`config.mk`:
```
export PLATFORM = sky130hd
export DESIGN_NAME = nrf_ctrl_top
export DESIGN_NICKNAME = d
export VERILOG_FILES = /design/src/rtl/nrf_pkg.sv /design/src/rtl/nrf_txn_if.sv /design/src/rtl/nrf_ctrl_top.sv /design/src/rtl/nrf_rx_handler.sv /design/src/rtl/nrf_init_seq.sv /design/src/rtl/nrf_spi_txn.sv
export SDC_FILE = /design/constraint.sdc
export NUM_CORES = 1
export LEC_CHECK = 0
export BUFFER_PORTS_ARGS = -buffer_cell sky130_fd_sc_hd__buf_4
export CORE_MARGIN = 5
export CORE_UTILIZATION = 45
export DETAILED_ROUTE_END_ITERATION = 16
export HOLD_SLACK_MARGIN = 0.08
export PLACE_DENSITY = 0.63
export SYNTH_ARGS = -nofsm -noshare
export SYNTH_HDL_FRONTEND = slang
export SYNTH_HIERARCHICAL = 1
export SYNTH_SLANG_ARGS = --single-unit
```
`constraint.sdc`:
```
create_clock -name clk -period 3 [get_ports clk]
set_input_delay 0.6 -clock clk [delete_from_list [all_inputs] [get_ports clk]]
set_output_delay 0.6 -clock clk [all_outputs]
set_load 0.01 [all_outputs]
```
`src/rtl/nrf_pkg.sv`:
```
// --------------------------------------------------------------------------
// Shared widths, types, register map, command bytes, init transaction table
// and state encodings for the radio controller
// --------------------------------------------------------------------------
package nrf_pkg;

    localparam int BYTE_W         = 8;
    localparam int ADDR_BYTES     = 5;
    localparam int MAX_DATA_BYTES = 5;

    typedef logic [BYTE_W-1:0]                    byte_t;
    typedef logic [ADDR_BYTES*BYTE_W-1:0]         addr_t;
    typedef logic [$clog2(MAX_DATA_BYTES+1)-1:0]  txn_len_t;

    // --------------------------------------------------------------------------
    // Commands and register addresses
    // --------------------------------------------------------------------------
    localparam byte_t CMD_W_REGISTER   = 8'h20;
    localparam byte_t CMD_R_RX_PAYLOAD = 8'h61;
    localparam byte_t CMD_FLUSH_TX     = 8'he1;
    localparam byte_t CMD_FLUSH_RX     = 8'he2;
    localparam byte_t DUMMY_BYTE       = 8'hff;

    localparam byte_t REG_CONFIG     = 8'h00;
    localparam byte_t REG_EN_AA      = 8'h01;
    localparam byte_t REG_EN_RXADDR  = 8'h02;
    localparam byte_t REG_SETUP_AW   = 8'h03;
    localparam byte_t REG_RF_CH      = 8'h05;
    localparam byte_t REG_RF_SETUP   = 8'h06;
    localparam byte_t REG_STATUS     = 8'h07;
    localparam byte_t REG_RX_ADDR_P0 = 8'h0a;
    localparam byte_t REG_TX_ADDR    = 8'h10;
    localparam byte_t REG_RX_PW_P0   = 8'h11;

    // Register values
    localparam byte_t CFG_CONFIG         = 8'h0b;  // PWR_UP, EN_CRC, PRIM_RX
    localparam byte_t CFG_EN_AA          = 8'h01;
    localparam byte_t CFG_EN_RXADDR      = 8'h01;
    localparam byte_t CFG_AW_5BYTE       = 8'h03;
    localparam byte_t RF_CHANNEL         = 8'h4c;  // Channel 76
    localparam byte_t CFG_RF_SETUP       = 8'h06;  // 1 Mbps, 0 dBm
    localparam byte_t STATUS_CLEAR_ALL   = 8'h70;
    localparam byte_t STATUS_CLEAR_RX_DR = 8'h40;
    localparam byte_t RX_PAYLOAD_LEN     = 8'h01;

    localparam addr_t TX_ADDR = 40'he7e7e7e7e7;
    localparam addr_t RX_ADDR = 40'he7e7e7e7e7;

    localparam int PWRUP_WAIT_DEFAULT = 200_000;  // 2 ms at 100 MHz

    // --------------------------------------------------------------------------
    // Init transaction table, one entry per frame
    // --------------------------------------------------------------------------
    localparam int INIT_TXN_COUNT = 12;

    typedef logic [$clog2(INIT_TXN_COUNT)-1:0] init_idx_t;

    localparam byte_t init_cmd [INIT_TXN_COUNT] = '{
        CMD_W_REGISTER | REG_CONFIG,    CMD_W_REGISTER | REG_EN_AA,
        CMD_W_REGISTER | REG_EN_RXADDR, CMD_W_REGISTER | REG_SETUP_AW,
        CMD_W_REGISTER | REG_RF_CH,     CMD_W_REGISTER | REG_RF_SETUP,
        CMD_W_REGISTER | REG_STATUS,    CMD_W_REGISTER | REG_TX_ADDR,
        CMD_W_REGISTER | REG_RX_ADDR_P0, CMD_W_REGISTER | REG_RX_PW_P0,
        CMD_FLUSH_TX,                   CMD_FLUSH_RX
    };

    localparam txn_len_t init_len [INIT_TXN_COUNT] = '{
        3'd1, 3'd1, 3'd1, 3'd1, 3'd1, 3'd1, 3'd1, 3'd5, 3'd5, 3'd1, 3'd0, 3'd0
    };

    localparam addr_t init_data [INIT_TXN_COUNT] = '{
        addr_t'(CFG_CONFIG),       addr_t'(CFG_EN_AA),
        addr_t'(CFG_EN_RXADDR),    addr_t'(CFG_AW_5BYTE),
        addr_t'(RF_CHANNEL),       addr_t'(CFG_RF_SETUP),
        addr_t'(STATUS_CLEAR_ALL), TX_ADDR,
        RX_ADDR,                   addr_t'(RX_PAYLOAD_LEN),
        addr_t'(0),                addr_t'(0)
    };

    typedef enum logic [1:0] {INIT_SEND, INIT_PWRUP, INIT_READY} init_state_e;
    typedef enum logic [1:0] {RX_IDLE, RX_READ, RX_CLEAR} rx_state_e;
    typedef enum logic [1:0] {TXN_IDLE, TXN_CMD, TXN_DATA} txn_state_e;

endpackage
```
`src/rtl/nrf_txn_if.sv`:
```
// --------------------------------------------------------------------------
// One SPI transaction request and its completion
// --------------------------------------------------------------------------
interface nrf_txn_if;

    import nrf_pkg::*;

    logic     req;
    byte_t    cmd;
    txn_len_t len;      // Data bytes after the command
    addr_t    data;     // Sent LSB first
    logic     done;     // One-cycle pulse at frame end
    byte_t    rd_byte;  // Byte read on the last byte of the frame

    modport client (
        output req,
        output cmd,
        output len,
        output data,
        input  done,
        input  rd_byte
    );

    modport engine (
        input  req,
        input  cmd,
        input  len,
        input  data,
        output done,
        output rd_byte
    );

endinterface

```
`src/rtl/nrf_ctrl_top.sv`:
```
// --------------------------------------------------------------------------
// Radio controller top level
// --------------------------------------------------------------------------
module nrf_ctrl_top #(
    parameter int PWRUP_WAIT = nrf_pkg::PWRUP_WAIT_DEFAULT
) (
    input  logic       clk,
    input  logic       rst,

    // Byte-wide SPI master
    output logic       spi_start,
    output logic [7:0] spi_tx,
    input  logic [7:0] spi_rx,
    input  logic       spi_done,
    output logic       spi_hold_csn,

    // Radio pins
    output logic       ce,
    input  logic       irq_n,

    // Received payload
    output logic [7:0] rx_data,
    output logic       rx_valid
);

    logic init_done;

    nrf_txn_if init_txn ();
    nrf_txn_if rx_txn ();

    nrf_spi_txn spi_txn0 (
        .clk          (clk),
        .rst          (rst),
        .init_txn     (init_txn.engine),
        .rx_txn       (rx_txn.engine),
        .spi_start    (spi_start),
        .spi_tx       (spi_tx),
        .spi_rx       (spi_rx),
        .spi_done     (spi_done),
        .spi_hold_csn (spi_hold_csn)
    );

    nrf_init_seq #(
        .PWRUP_WAIT (PWRUP_WAIT)
    ) init_seq0 (
        .clk       (clk),
        .rst       (rst),
        .txn       (init_txn.client),
        .init_done (init_done)
    );

    nrf_rx_handler rx_handler0 (
        .clk       (clk),
        .rst       (rst),
        .init_done (init_done),
        .irq_n     (irq_n),
        .txn       (rx_txn.client),
        .ce        (ce),
        .rx_data   (rx_data),
        .rx_valid  (rx_valid)
    );

endmodule

```
`src/rtl/nrf_rx_handler.sv`:
```
// --------------------------------------------------------------------------
// Receive handler with IRQ synchroniser, CE drive, payload read and RX_DR clear
// --------------------------------------------------------------------------
module nrf_rx_handler (
    input  logic           clk,
    input  logic           rst,
    input  logic           init_done,
    input  logic           irq_n,
    nrf_txn_if.client      txn,
    output logic           ce,
    output nrf_pkg::byte_t rx_data,
    output logic           rx_valid
);

    import nrf_pkg::*;

    rx_state_e state;
    logic      irq_s1;
    logic      irq_s2;
    logic      irq_sync;

    // --------------------------------------------------------------------------
    // Three-stage synchroniser, idle high
    // --------------------------------------------------------------------------
    always_ff @(posedge clk or posedge rst) begin
        if (rst) begin
            irq_s1   <= 1'b1;
            irq_s2   <= 1'b1;
            irq_sync <= 1'b1;
        end else begin
            irq_s1   <= irq_n;
            irq_s2   <= irq_s1;
            irq_sync <= irq_s2;
        end
    end

    // Receive mode as soon as configuration is complete
    assign ce = init_done;

    // --------------------------------------------------------------------------
    // Transaction requests
    // --------------------------------------------------------------------------
    assign txn.req  = (state != RX_IDLE);
    assign txn.cmd  = (state == RX_CLEAR) ? (CMD_W_REGISTER | REG_STATUS) : CMD_R_RX_PAYLOAD;
    assign txn.len  = txn_len_t'(1);  // One data byte in both frames
    assign txn.data = (state == RX_CLEAR) ? addr_t'(STATUS_CLEAR_RX_DR)
                                          : {ADDR_BYTES{DUMMY_BYTE}};

    always_ff @(posedge clk or posedge rst) begin
        if (rst) begin
            state    <= RX_IDLE;
            rx_data  <= '0;
            rx_valid <= 1'b0;
        end else begin
            rx_valid <= 1'b0;

            case (state)
                RX_IDLE: begin
                    if (init_done && !irq_sync) begin
                        state <= RX_READ;
                    end
                end
                RX_READ: begin
                    if (txn.done) begin
                        rx_data  <= txn.rd_byte;  // Byte clocked in behind the dummy
                        rx_valid <= 1'b1;
                        state    <= RX_CLEAR;
                    end
                end
                RX_CLEAR: begin
                    if (txn.done) begin
                        state <= RX_IDLE;
                    end
                end
                default: state <= RX_IDLE;
            endcase
        end
    end

endmodule

```
`src/rtl/nrf_init_seq.sv`:
```
// --------------------------------------------------------------------------
// Init sequencer over the package transaction table, with power-up wait
// --------------------------------------------------------------------------
module nrf_init_seq #(
    parameter int PWRUP_WAIT = nrf_pkg::PWRUP_WAIT_DEFAULT
) (
    input  logic      clk,
    input  logic      rst,
    nrf_txn_if.client txn,
    output logic      init_done
);

    import nrf_pkg::*;

    init_state_e                         state;
    init_idx_t                           idx;       // Current table entry
    logic [$clog2(PWRUP_WAIT + 1)-1:0]   wait_cnt;

    // --------------------------------------------------------------------------
    // Request fields straight from the table
    // --------------------------------------------------------------------------
    assign txn.req  = (state == INIT_SEND);
    assign txn.cmd  = init_cmd[idx];
    assign txn.len  = init_len[idx];
    assign txn.data = init_data[idx];

    assign init_done = (state == INIT_READY);

    // --------------------------------------------------------------------------
    // Entry stepping
    // --------------------------------------------------------------------------
    always_ff @(posedge clk or posedge rst) begin
        if (rst) begin
            state    <= INIT_SEND;
            idx      <= '0;
            wait_cnt <= '0;
        end else begin
            case (state)
                INIT_SEND: begin
                    if (txn.done) begin
                        if (idx == '0) begin
                            // CONFIG written, radio needs time to power up
                            state    <= INIT_PWRUP;
                            wait_cnt <= '0;
                            idx      <= idx + 1'b1;
                        end else if (idx == init_idx_t'(INIT_TXN_COUNT - 1)) begin
                            state <= INIT_READY;
                        end else begin
                            idx <= idx + 1'b1;
                        end
                    end
                end
                INIT_PWRUP: begin
                    if (wait_cnt == $bits(wait_cnt)'(PWRUP_WAIT - 1)) begin
                        state <= INIT_SEND;
                    end else begin
                        wait_cnt <= wait_cnt + 1'b1;
                    end
                end
                INIT_READY: begin
                    state <= INIT_READY;  // Held until reset
                end
                default: state <= INIT_SEND;
            endcase
        end
    end

endmodule

```
`src/rtl/nrf_spi_txn.sv`:
```
// --------------------------------------------------------------------------
// Byte engine for framed SPI transactions, arbitrating two clients
// --------------------------------------------------------------------------
module nrf_spi_txn (
    input  logic           clk,
    input  logic           rst,
    nrf_txn_if.engine      init_txn,
    nrf_txn_if.engine      rx_txn,
    output logic           spi_start,
    output nrf_pkg::byte_t spi_tx,
    input  nrf_pkg::byte_t spi_rx,
    input  logic           spi_done,
    output logic           spi_hold_csn
);

    import nrf_pkg::*;

    txn_state_e state;
    logic       sel_rx;      // Client owning the current frame
    logic       done_q;
    txn_len_t   byte_cnt;    // Data bytes still to send
    addr_t      shift_q;
    byte_t      rd_q;
    logic       grant_init;
    logic       grant_rx;
    logic       last_byte;

    // Hold off a grant in the done cycle, the old request is still up
    assign grant_init = (state == TXN_IDLE) && !done_q && init_txn.req;
    assign grant_rx   = (state == TXN_IDLE) && !done_q && !init_txn.req && rx_txn.req;

    assign last_byte = (state != TXN_IDLE) && spi_done && (byte_cnt == '0);

    always_ff @(posedge clk or posedge rst) begin
        if (rst) begin
            state        <= TXN_IDLE;
            sel_rx       <= 1'b0;
            done_q       <= 1'b0;
            byte_cnt     <= '0;
            spi_start    <= 1'b0;
            spi_tx       <= '0;
            spi_hold_csn <= 1'b0;
        end else begin
            spi_start <= 1'b0;
            done_q    <= 1'b0;

            case (state)
                TXN_IDLE: begin
                    if (grant_init || grant_rx) begin
                        sel_rx       <= grant_rx;
                        spi_tx       <= grant_rx ? rx_txn.cmd : init_txn.cmd;
                        byte_cnt     <= grant_rx ? rx_txn.len : init_txn.len;
                        spi_start    <= 1'b1;
                        spi_hold_csn <= 1'b1;
                        state        <= TXN_CMD;
                    end
                end
                TXN_CMD, TXN_DATA: begin
                    if (spi_done) begin
                        if (byte_cnt != '0) begin
                            spi_tx    <= shift_q[BYTE_W-1:0];
                            spi_start <= 1'b1;
                            byte_cnt  <= byte_cnt - 1'b1;
                            state     <= TXN_DATA;
                        end else begin
                            spi_hold_csn <= 1'b0;  // End of frame
                            done_q       <= 1'b1;
                            state        <= TXN_IDLE;
                        end
                    end
                end
                default: state <= TXN_IDLE;
            endcase
        end
    end

    // Payload path
    always_ff @(posedge clk) begin
        if (grant_init || grant_rx) begin
            shift_q <= grant_rx ? rx_txn.data : init_txn.data;
        end else if (state != TXN_IDLE && spi_done && byte_cnt != '0) begin
            shift_q <= shift_q >> BYTE_W;
        end

        if (last_byte) begin
            rd_q <= spi_rx;
        end
    end

    assign init_txn.done    = done_q && !sel_rx;
    assign rx_txn.done      = done_q && sel_rx;
    assign init_txn.rd_byte = rd_q;
    assign rx_txn.rd_byte   = rd_q;

endmodule

```
# Word-level counts from Yosys, hierarchy flattened

Memories as Yosys holds them, arrays and structs flattened.
Index checks and enable logic that the tools add are counted.
W data, S select, Z words.

Bits in registers: 103
Memories kept: 3
Output and inout bits: 20
Word-level logic and storage cells: 136
Input bits: 12
Memory bits (read-only): 816

Bitwise logic cells: 1
Add/sub/neg operators: 3
Reduce and logical (&&, ||, !) cells: 36
Equality and inequality tests: 21
Mux-type cells: 53
Magnitude comparators: 1

Memories:

| name             | words | bits a word | read ports | clocked after memory_dff | wr ports | line               | RTL |
|---|---|---|---|---|---|---|---|
| (name not given) | 16    | 40          | 1          | 0                        | 0        | nrf_init_seq.sv:25 | `assign txn.data = init_data[idx];` |
| (name not given) | 16    | 8           | 1          | 0                        | 0        | nrf_init_seq.sv:23 | `assign txn.cmd = init_cmd[idx];` |
| (name not given) | 16    | 3           | 1          | 0                        | 0        | nrf_init_seq.sv:24 | `assign txn.len = init_len[idx];` |

Operators by type and width:

| cell                    | number |
|---|---|
| $mux W40                | 6 |
| $mux W18                | 3 |
| $mux W8                 | 6 |
| $pmux W18 S2            | 1 |
| $mux W2                 | 10 |
| $add A18 B1 Y18 const B | 1 |
| $eq A18 B18 Y1 const B  | 1 |
| $mux W3                 | 6 |
| $ne A2 B1 Y1 const B    | 8 |
| $pmux W8 S2             | 1 |
| $pmux W2 S3             | 2 |
| $reduce_and A4 Y1       | 3 |
| $mux W1                 | 11 |
| $logic_and A1 B1 Y1     | 10 |
| $reduce_bool A2 Y1      | 5 |
| $reduce_and A3 Y1       | 3 |
| $mux W4                 | 2 |
| $ne A2 B2 Y1 const B    | 4 |
| $mux W7                 | 1 |
| $eq A2 B1 Y1 const B    | 3 |
| $eq A2 B2 Y1 const B    | 3 |
| $logic_not A2 Y1        | 3 |
| $pmux W3 S2             | 1 |
| $reduce_and A2 Y1       | 3 |
| other kinds (14)        | 18 |

# Depth between registers and ports, before layout

Depth in word-level cells: 7
Mapped depth: 8
Mapped depth without buffers: 7

# Cells and area by module

The synthesis kept the hierarchy.

By module, submodules not included:

| module         | cells each | sequential area each (µm²) | instances | area each (µm²) |
|---|---|---|---|---|
| nrf_spi_txn    | 320        | 1,866.8                    | 1         | 3,315.7 |
| nrf_init_seq   | 213        | 600.6                      | 1         | 1,851.8 |
| nrf_rx_handler | 85         | 354.1                      | 1         | 925.9 |

# Worst setup path after synthesis

Ideal clock, no wire load.

Kind: flip-flop to flip-flop
Start point: register spi_txn0.state[0]
End point: register spi_txn0.shift_q[0] (enable)
Arrival: 2.672 ns
Data required time: 2.554 ns
Slack: -0.117 ns
Cell stages (with the launch flop): 6
Clock period less this slack: 3.117 ns
Path buffers: 0
Setup time: 0.446 ns
Cells stage by stage: dfrtp_1 inv_1 ha_1 inv_1 nand2_1 o21bai_1

Word-level cells in the longest chain between the ends: 6
Elaborated cells on any way between the ends: 10
Those cells by class: 10 x reduce/logical

Ends and longest elaborated chain:

| item                              | line                                 | RTL |
|---|---|---|
| from (decl)                       | nrf_spi_txn.sv:18                    | `txn_state_e state;` |
| from (signal assigned)            | nrf_spi_txn.sv:36                    | `state <= TXN_IDLE;` |
| from (signal assigned)            | nrf_spi_txn.sv:55                    | `state <= TXN_CMD;` |
| from (signal assigned)            | nrf_spi_txn.sv:64                    | `state <= TXN_DATA;` |
| $logic_not A2 Y1                  | nrf_spi_txn.sv:29, nrf_spi_txn.sv:30 |  |
| $logic_and A1 B1 Y1               | nrf_spi_txn.sv:29, nrf_spi_txn.sv:30 |  |
| $logic_and A1 B1 Y1 (2 in series) | nrf_spi_txn.sv:30                    | `assign grant_rx = (state == TXN_IDLE) && !done_q && !init_txn.req && rx_txn.req;` |
| $logic_or A1 B1 Y1                | nrf_spi_txn.sv:79                    | `if (grant_init \|\| grant_rx) begin` |
| $reduce_bool A2 Y1 (no line) *    | n/a                                  |  |
| to (signal assigned)              | nrf_spi_txn.sv:80                    | `shift_q <= grant_rx ? rx_txn.data : init_txn.data;` |
| to (signal assigned)              | nrf_spi_txn.sv:82                    | `shift_q <= shift_q >> BYTE_W;` |
| to (decl)                         | nrf_spi_txn.sv:22                    | `addr_t shift_q;` |

Every way passes the cells marked *; elsewhere a longest branch is shown, timed or not.
A chain may end at the register's enable or synchronous reset.

# Final worst setup path

Start point: register spi_txn0.state[0]
End point: register spi_txn0.shift_q[7] (data pin)

Word-level cells in the longest chain between the ends: 6
Elaborated cells on any way between the ends: 8
Those cells by class: 2 x mux; 6 x reduce/logical

Ends and longest elaborated chain:

| item                                                  | line |
|---|---|
| $logic_not A2 Y1 *                                    | nrf_spi_txn.sv:29, nrf_spi_txn.sv:30 |
| $logic_and A1 B1 Y1 *                                 | nrf_spi_txn.sv:29, nrf_spi_txn.sv:30 |
| $logic_and A1 B1 Y1 (2 in series)                     | nrf_spi_txn.sv:30 |
| $mux W40 / $logic_or A1 B1 Y1 (equally long branches) | nrf_spi_txn.sv:80, nrf_spi_txn.sv:79 |
| $mux W40 *                                            | nrf_spi_txn.sv:79 |

Marked as above.

==> flow_summary.yaml <==
status:
  status: "finished clean"
floorplanning:
  die_area_um2: 16000
  placementRows: 42
  core_area_um2: 13200
  floorplan.die.height_um: 126
  floorplan.io_pins: 32
  dieWidth_um: 126
  initial_cell_density_of_the_core_pct: 46.0
clock_network:
  cts_setup_buffers: 0
  cts_htree_levels: 3
  clockRootBuffer: "sky130_fd_sc_hd__clkbuf_16"
  numCtsBuffers: 9
  cts.clk_slew.worst_paths_ps: 70
  cts_hold_buffers: 0
  worstSkewPairLatency_ps: 350
  clk_path_buf_depth: 2
  post_cts.resized_instances: 0
  cts_tree: "built"
  clock-sinks: 103
min_path:
  min_path_type: "primary input to async pin"
setup_path:
  reg2reg_setup_slack_ps: 660
  startpoint_of_the_most_critical_setup_path: "spi_txn0/state[0]"
  endpoint_required_time_on_the_critical_path_ps: 3180
  setup.worst_path.start_class: "flop"
  critical-path-top-delay-family: "simple AND/OR/NAND/NOR gates"
  worst-r2r-cell-count: 6
  worst_path_arrival_time_ps: 2520
  critPathCaptureType: "flop"
  crit-reg2reg-launch: "spi_txn0/state[0]"
  timing.critical_path.depth: 6
  r2r-end: "spi_txn0/shift_q[7]"
  cp_cell_sequence: "inv_1, ha_1, and4bb_1, buf_4, nand2_1, a31oi_1"
  crit_fanout: 32
  path_buf_inv: 2
  critPathSlowestCell: "sky130_fd_sc_hd__and4bb_1"
  critical_path_class: "flop to flop"
  max_stage_delay_ps: 680
logic_synthesis:
  synth.mux.area_fraction_pct: 5.65
  synth_compound_area_share_pct: 13.2
  synthArstFlopShare_pct: 53.4
  avgSynthCellArea_um2: 9.86
  synth_top_cells_by_area: "sky130_fd_sc_hd__edfxtp_1 (24%), sky130_fd_sc_hd__dfrtp_1 (21%), sky130_fd_sc_hd__buf_4 (12%)"
  synthDominantAreaCellType: "sky130_fd_sc_hd__edfxtp_1"
  post_synth_fa_ha_maj_area_fraction_pct: 2.87
  synth_flop_cell: "sky130_fd_sc_hd__dfrtp_1"
  synth_seq_cells: 103
  synth_cells: 618
  area_fraction_in_and_or_nand_and_nor_cells_after_synthesis_pct: 15.7
  yosys.area_share.xor_xnor_pct: 0.719
  synth.yosys.warnings: 6
  synthTopCellsByCount: "sky130_fd_sc_hd__nand2_1 (95), sky130_fd_sc_hd__buf_4 (94), sky130_fd_sc_hd__dfrtp_1 (52)"
  ys_seq_area_share_pct: 46.3
  yosys.area.top_type_share_pct: 23.7
  netlist_area_before_placement_um2: 6090
  combinational_family_with_the_most_area_after_synthesis: "simple AND/OR/NAND/NOR gates"
  synth.lib_cells_used.distinct: 67
  synth.most_common_cell: "sky130_fd_sc_hd__nand2_1"
  count_of_flip_flops_with_a_built_in_enable_after_synthesis: 48
sta:
  finalSetupViolations: 0
  fin_worst_skew_ps: 5.45
  slew_viol_final: 0
  tightestPinTransition_ps: 1170
  slew_headroom_pct: 21.9
  layout_worst_path_cycle_share_pct: 78.0
  max_clock_freq_mhz: 428
  final_hold_viol_count: 0
  unrepaired_setup_endpoints_after_global_routing: "false"
  timing.final.crit_period_ps: 2340
  setup_total_negative_slack_ps: 0
grt:
  grt_pass1_wl_um: 18100
  grt_use_met3_pct: 2.10
  grt_max_degree: 75
  globalRoute.busiestLayer: "met2"
  gr-usage-all-layers_pct: 13.5
  antenna_found_initial: 0
  gr-total-overflow: 0
  vias_in_the_first_global_route: 3801
  met1_usage_pct: 17.0
  use_met2_pct: 23.3
cells_and_area:
  diode_count: 0
  finalInstanceArea_um2: 6150
  areaGrowthSynthToFinish_pct: 0.862
  layout-drive-gt1-share_pct: 17.2
  fin_cells: 741
  final_nets: 586
placed_design:
  globalplace.congestion: 0.806
  postPlaceCellArea_um2: 5800
  port_buffer_cells: 31
  sum_of_net_half_perimeters_after_detailed_placement_um: 6940
  numPlacedInstances: 725
pwr:
  power-per-cell-area_nw_per_um2: 920
  maximum_vdd_drop_mv: 0.395
  total_leakage_power_nw: 2.49
routing:
  drt.antenna.violating_nets: 0
  route.final.wire_length_um: 10500
  detailedRoute.firstIterationViolations: 300
  via_cell_ratio: 5.23
  first_pass_iters: 4
  detailroute.via_count: 3879
  post_drt_wl_per_cell_um: 14.1
  remaining_drc_errors: 0
run:
  timing.max_cap.violations: 0
power by group:
group	internal [W]	total, W	switching [W]
Clock	0.000784	0.00130	0.000517
Sequential	0.00215	0.00235	0.000201
Combinational	0.000809	0.00200	0.00119
layer usage:
metal	share of wire, %	wire length, um	up-vias
met3	3.1	328	15
met1	45	4670	1866
met5	0	0	-
met2	50	5270	76
met4	1.9	199	0
li1	-	-	1922
stage by stage:
step           power, W  hold WS (ps)  setup WS, ps  util, %
4_1_cts         0.00571           312           660     46.4
2_1_floorplan   0.00397           345           725        -
6_report        0.00565           306           661     46.4
5_1_grt         0.00606           344           520     46.4
3_5_place_dp    0.00439           348           707     43.8
3_3_place_gp    0.00431           347           763     43.8
how the worst max path moves through the flow:
stage | endpoint
after floorplan | spi_txn0/shift_q[0]
after global placement | spi_txn0/shift_q[5]
after detailed placement | spi_txn0/shift_q[24]
after CTS | spi_txn0/shift_q[7]
after global routing | spi_txn0/shift_q[13]
final | spi_txn0/shift_q[7]
registers in the layout (all words and copies together), names as in the netlist, 2 cells and up:
register	flops
init_seq0/idx	4
init_seq0/state	2
init_seq0/wait_cnt	18
rx_handler0/rx_data	8
rx_handler0/state	2
spi_txn0/byte_cnt	3
spi_txn0/init_txn.rd_byte	8
spi_txn0/shift_q	40
spi_txn0/spi_tx	8
spi_txn0/state	2
cells in the final DEF (no fill, tap or decap), drive strengths merged, types with 12 or more instances in the layout:
cell type,instances
inv,21
edfxtp,48
a31oi,34
o21ai,37
nand3,14
conb,19
dfrtp,52
mux2,19
buf,36
a21oi,12
nand2,95
nor2,48
ha,14
layout make-up:
cell class	count	area [um2]
clock buffers	10	250
fillers	1237	7100
well taps	176	220
inverters	22	82.6
flip-flops and latches	103	2820
repair buffers	36	270
clock inverters	6	91.3
multi-input cells	388	2410
cells by family after synthesis:
group / Yosys count
muxes: 29
other: 4
and+or+nand+nor: 205
xor gates and xnor gates: 5
buffers and inverters: 142
AOI/OAI and AO/OA: 116
adders and majority gates: 14
DFF: 103
Note: power is estimated with default switching activity, not from simulation.
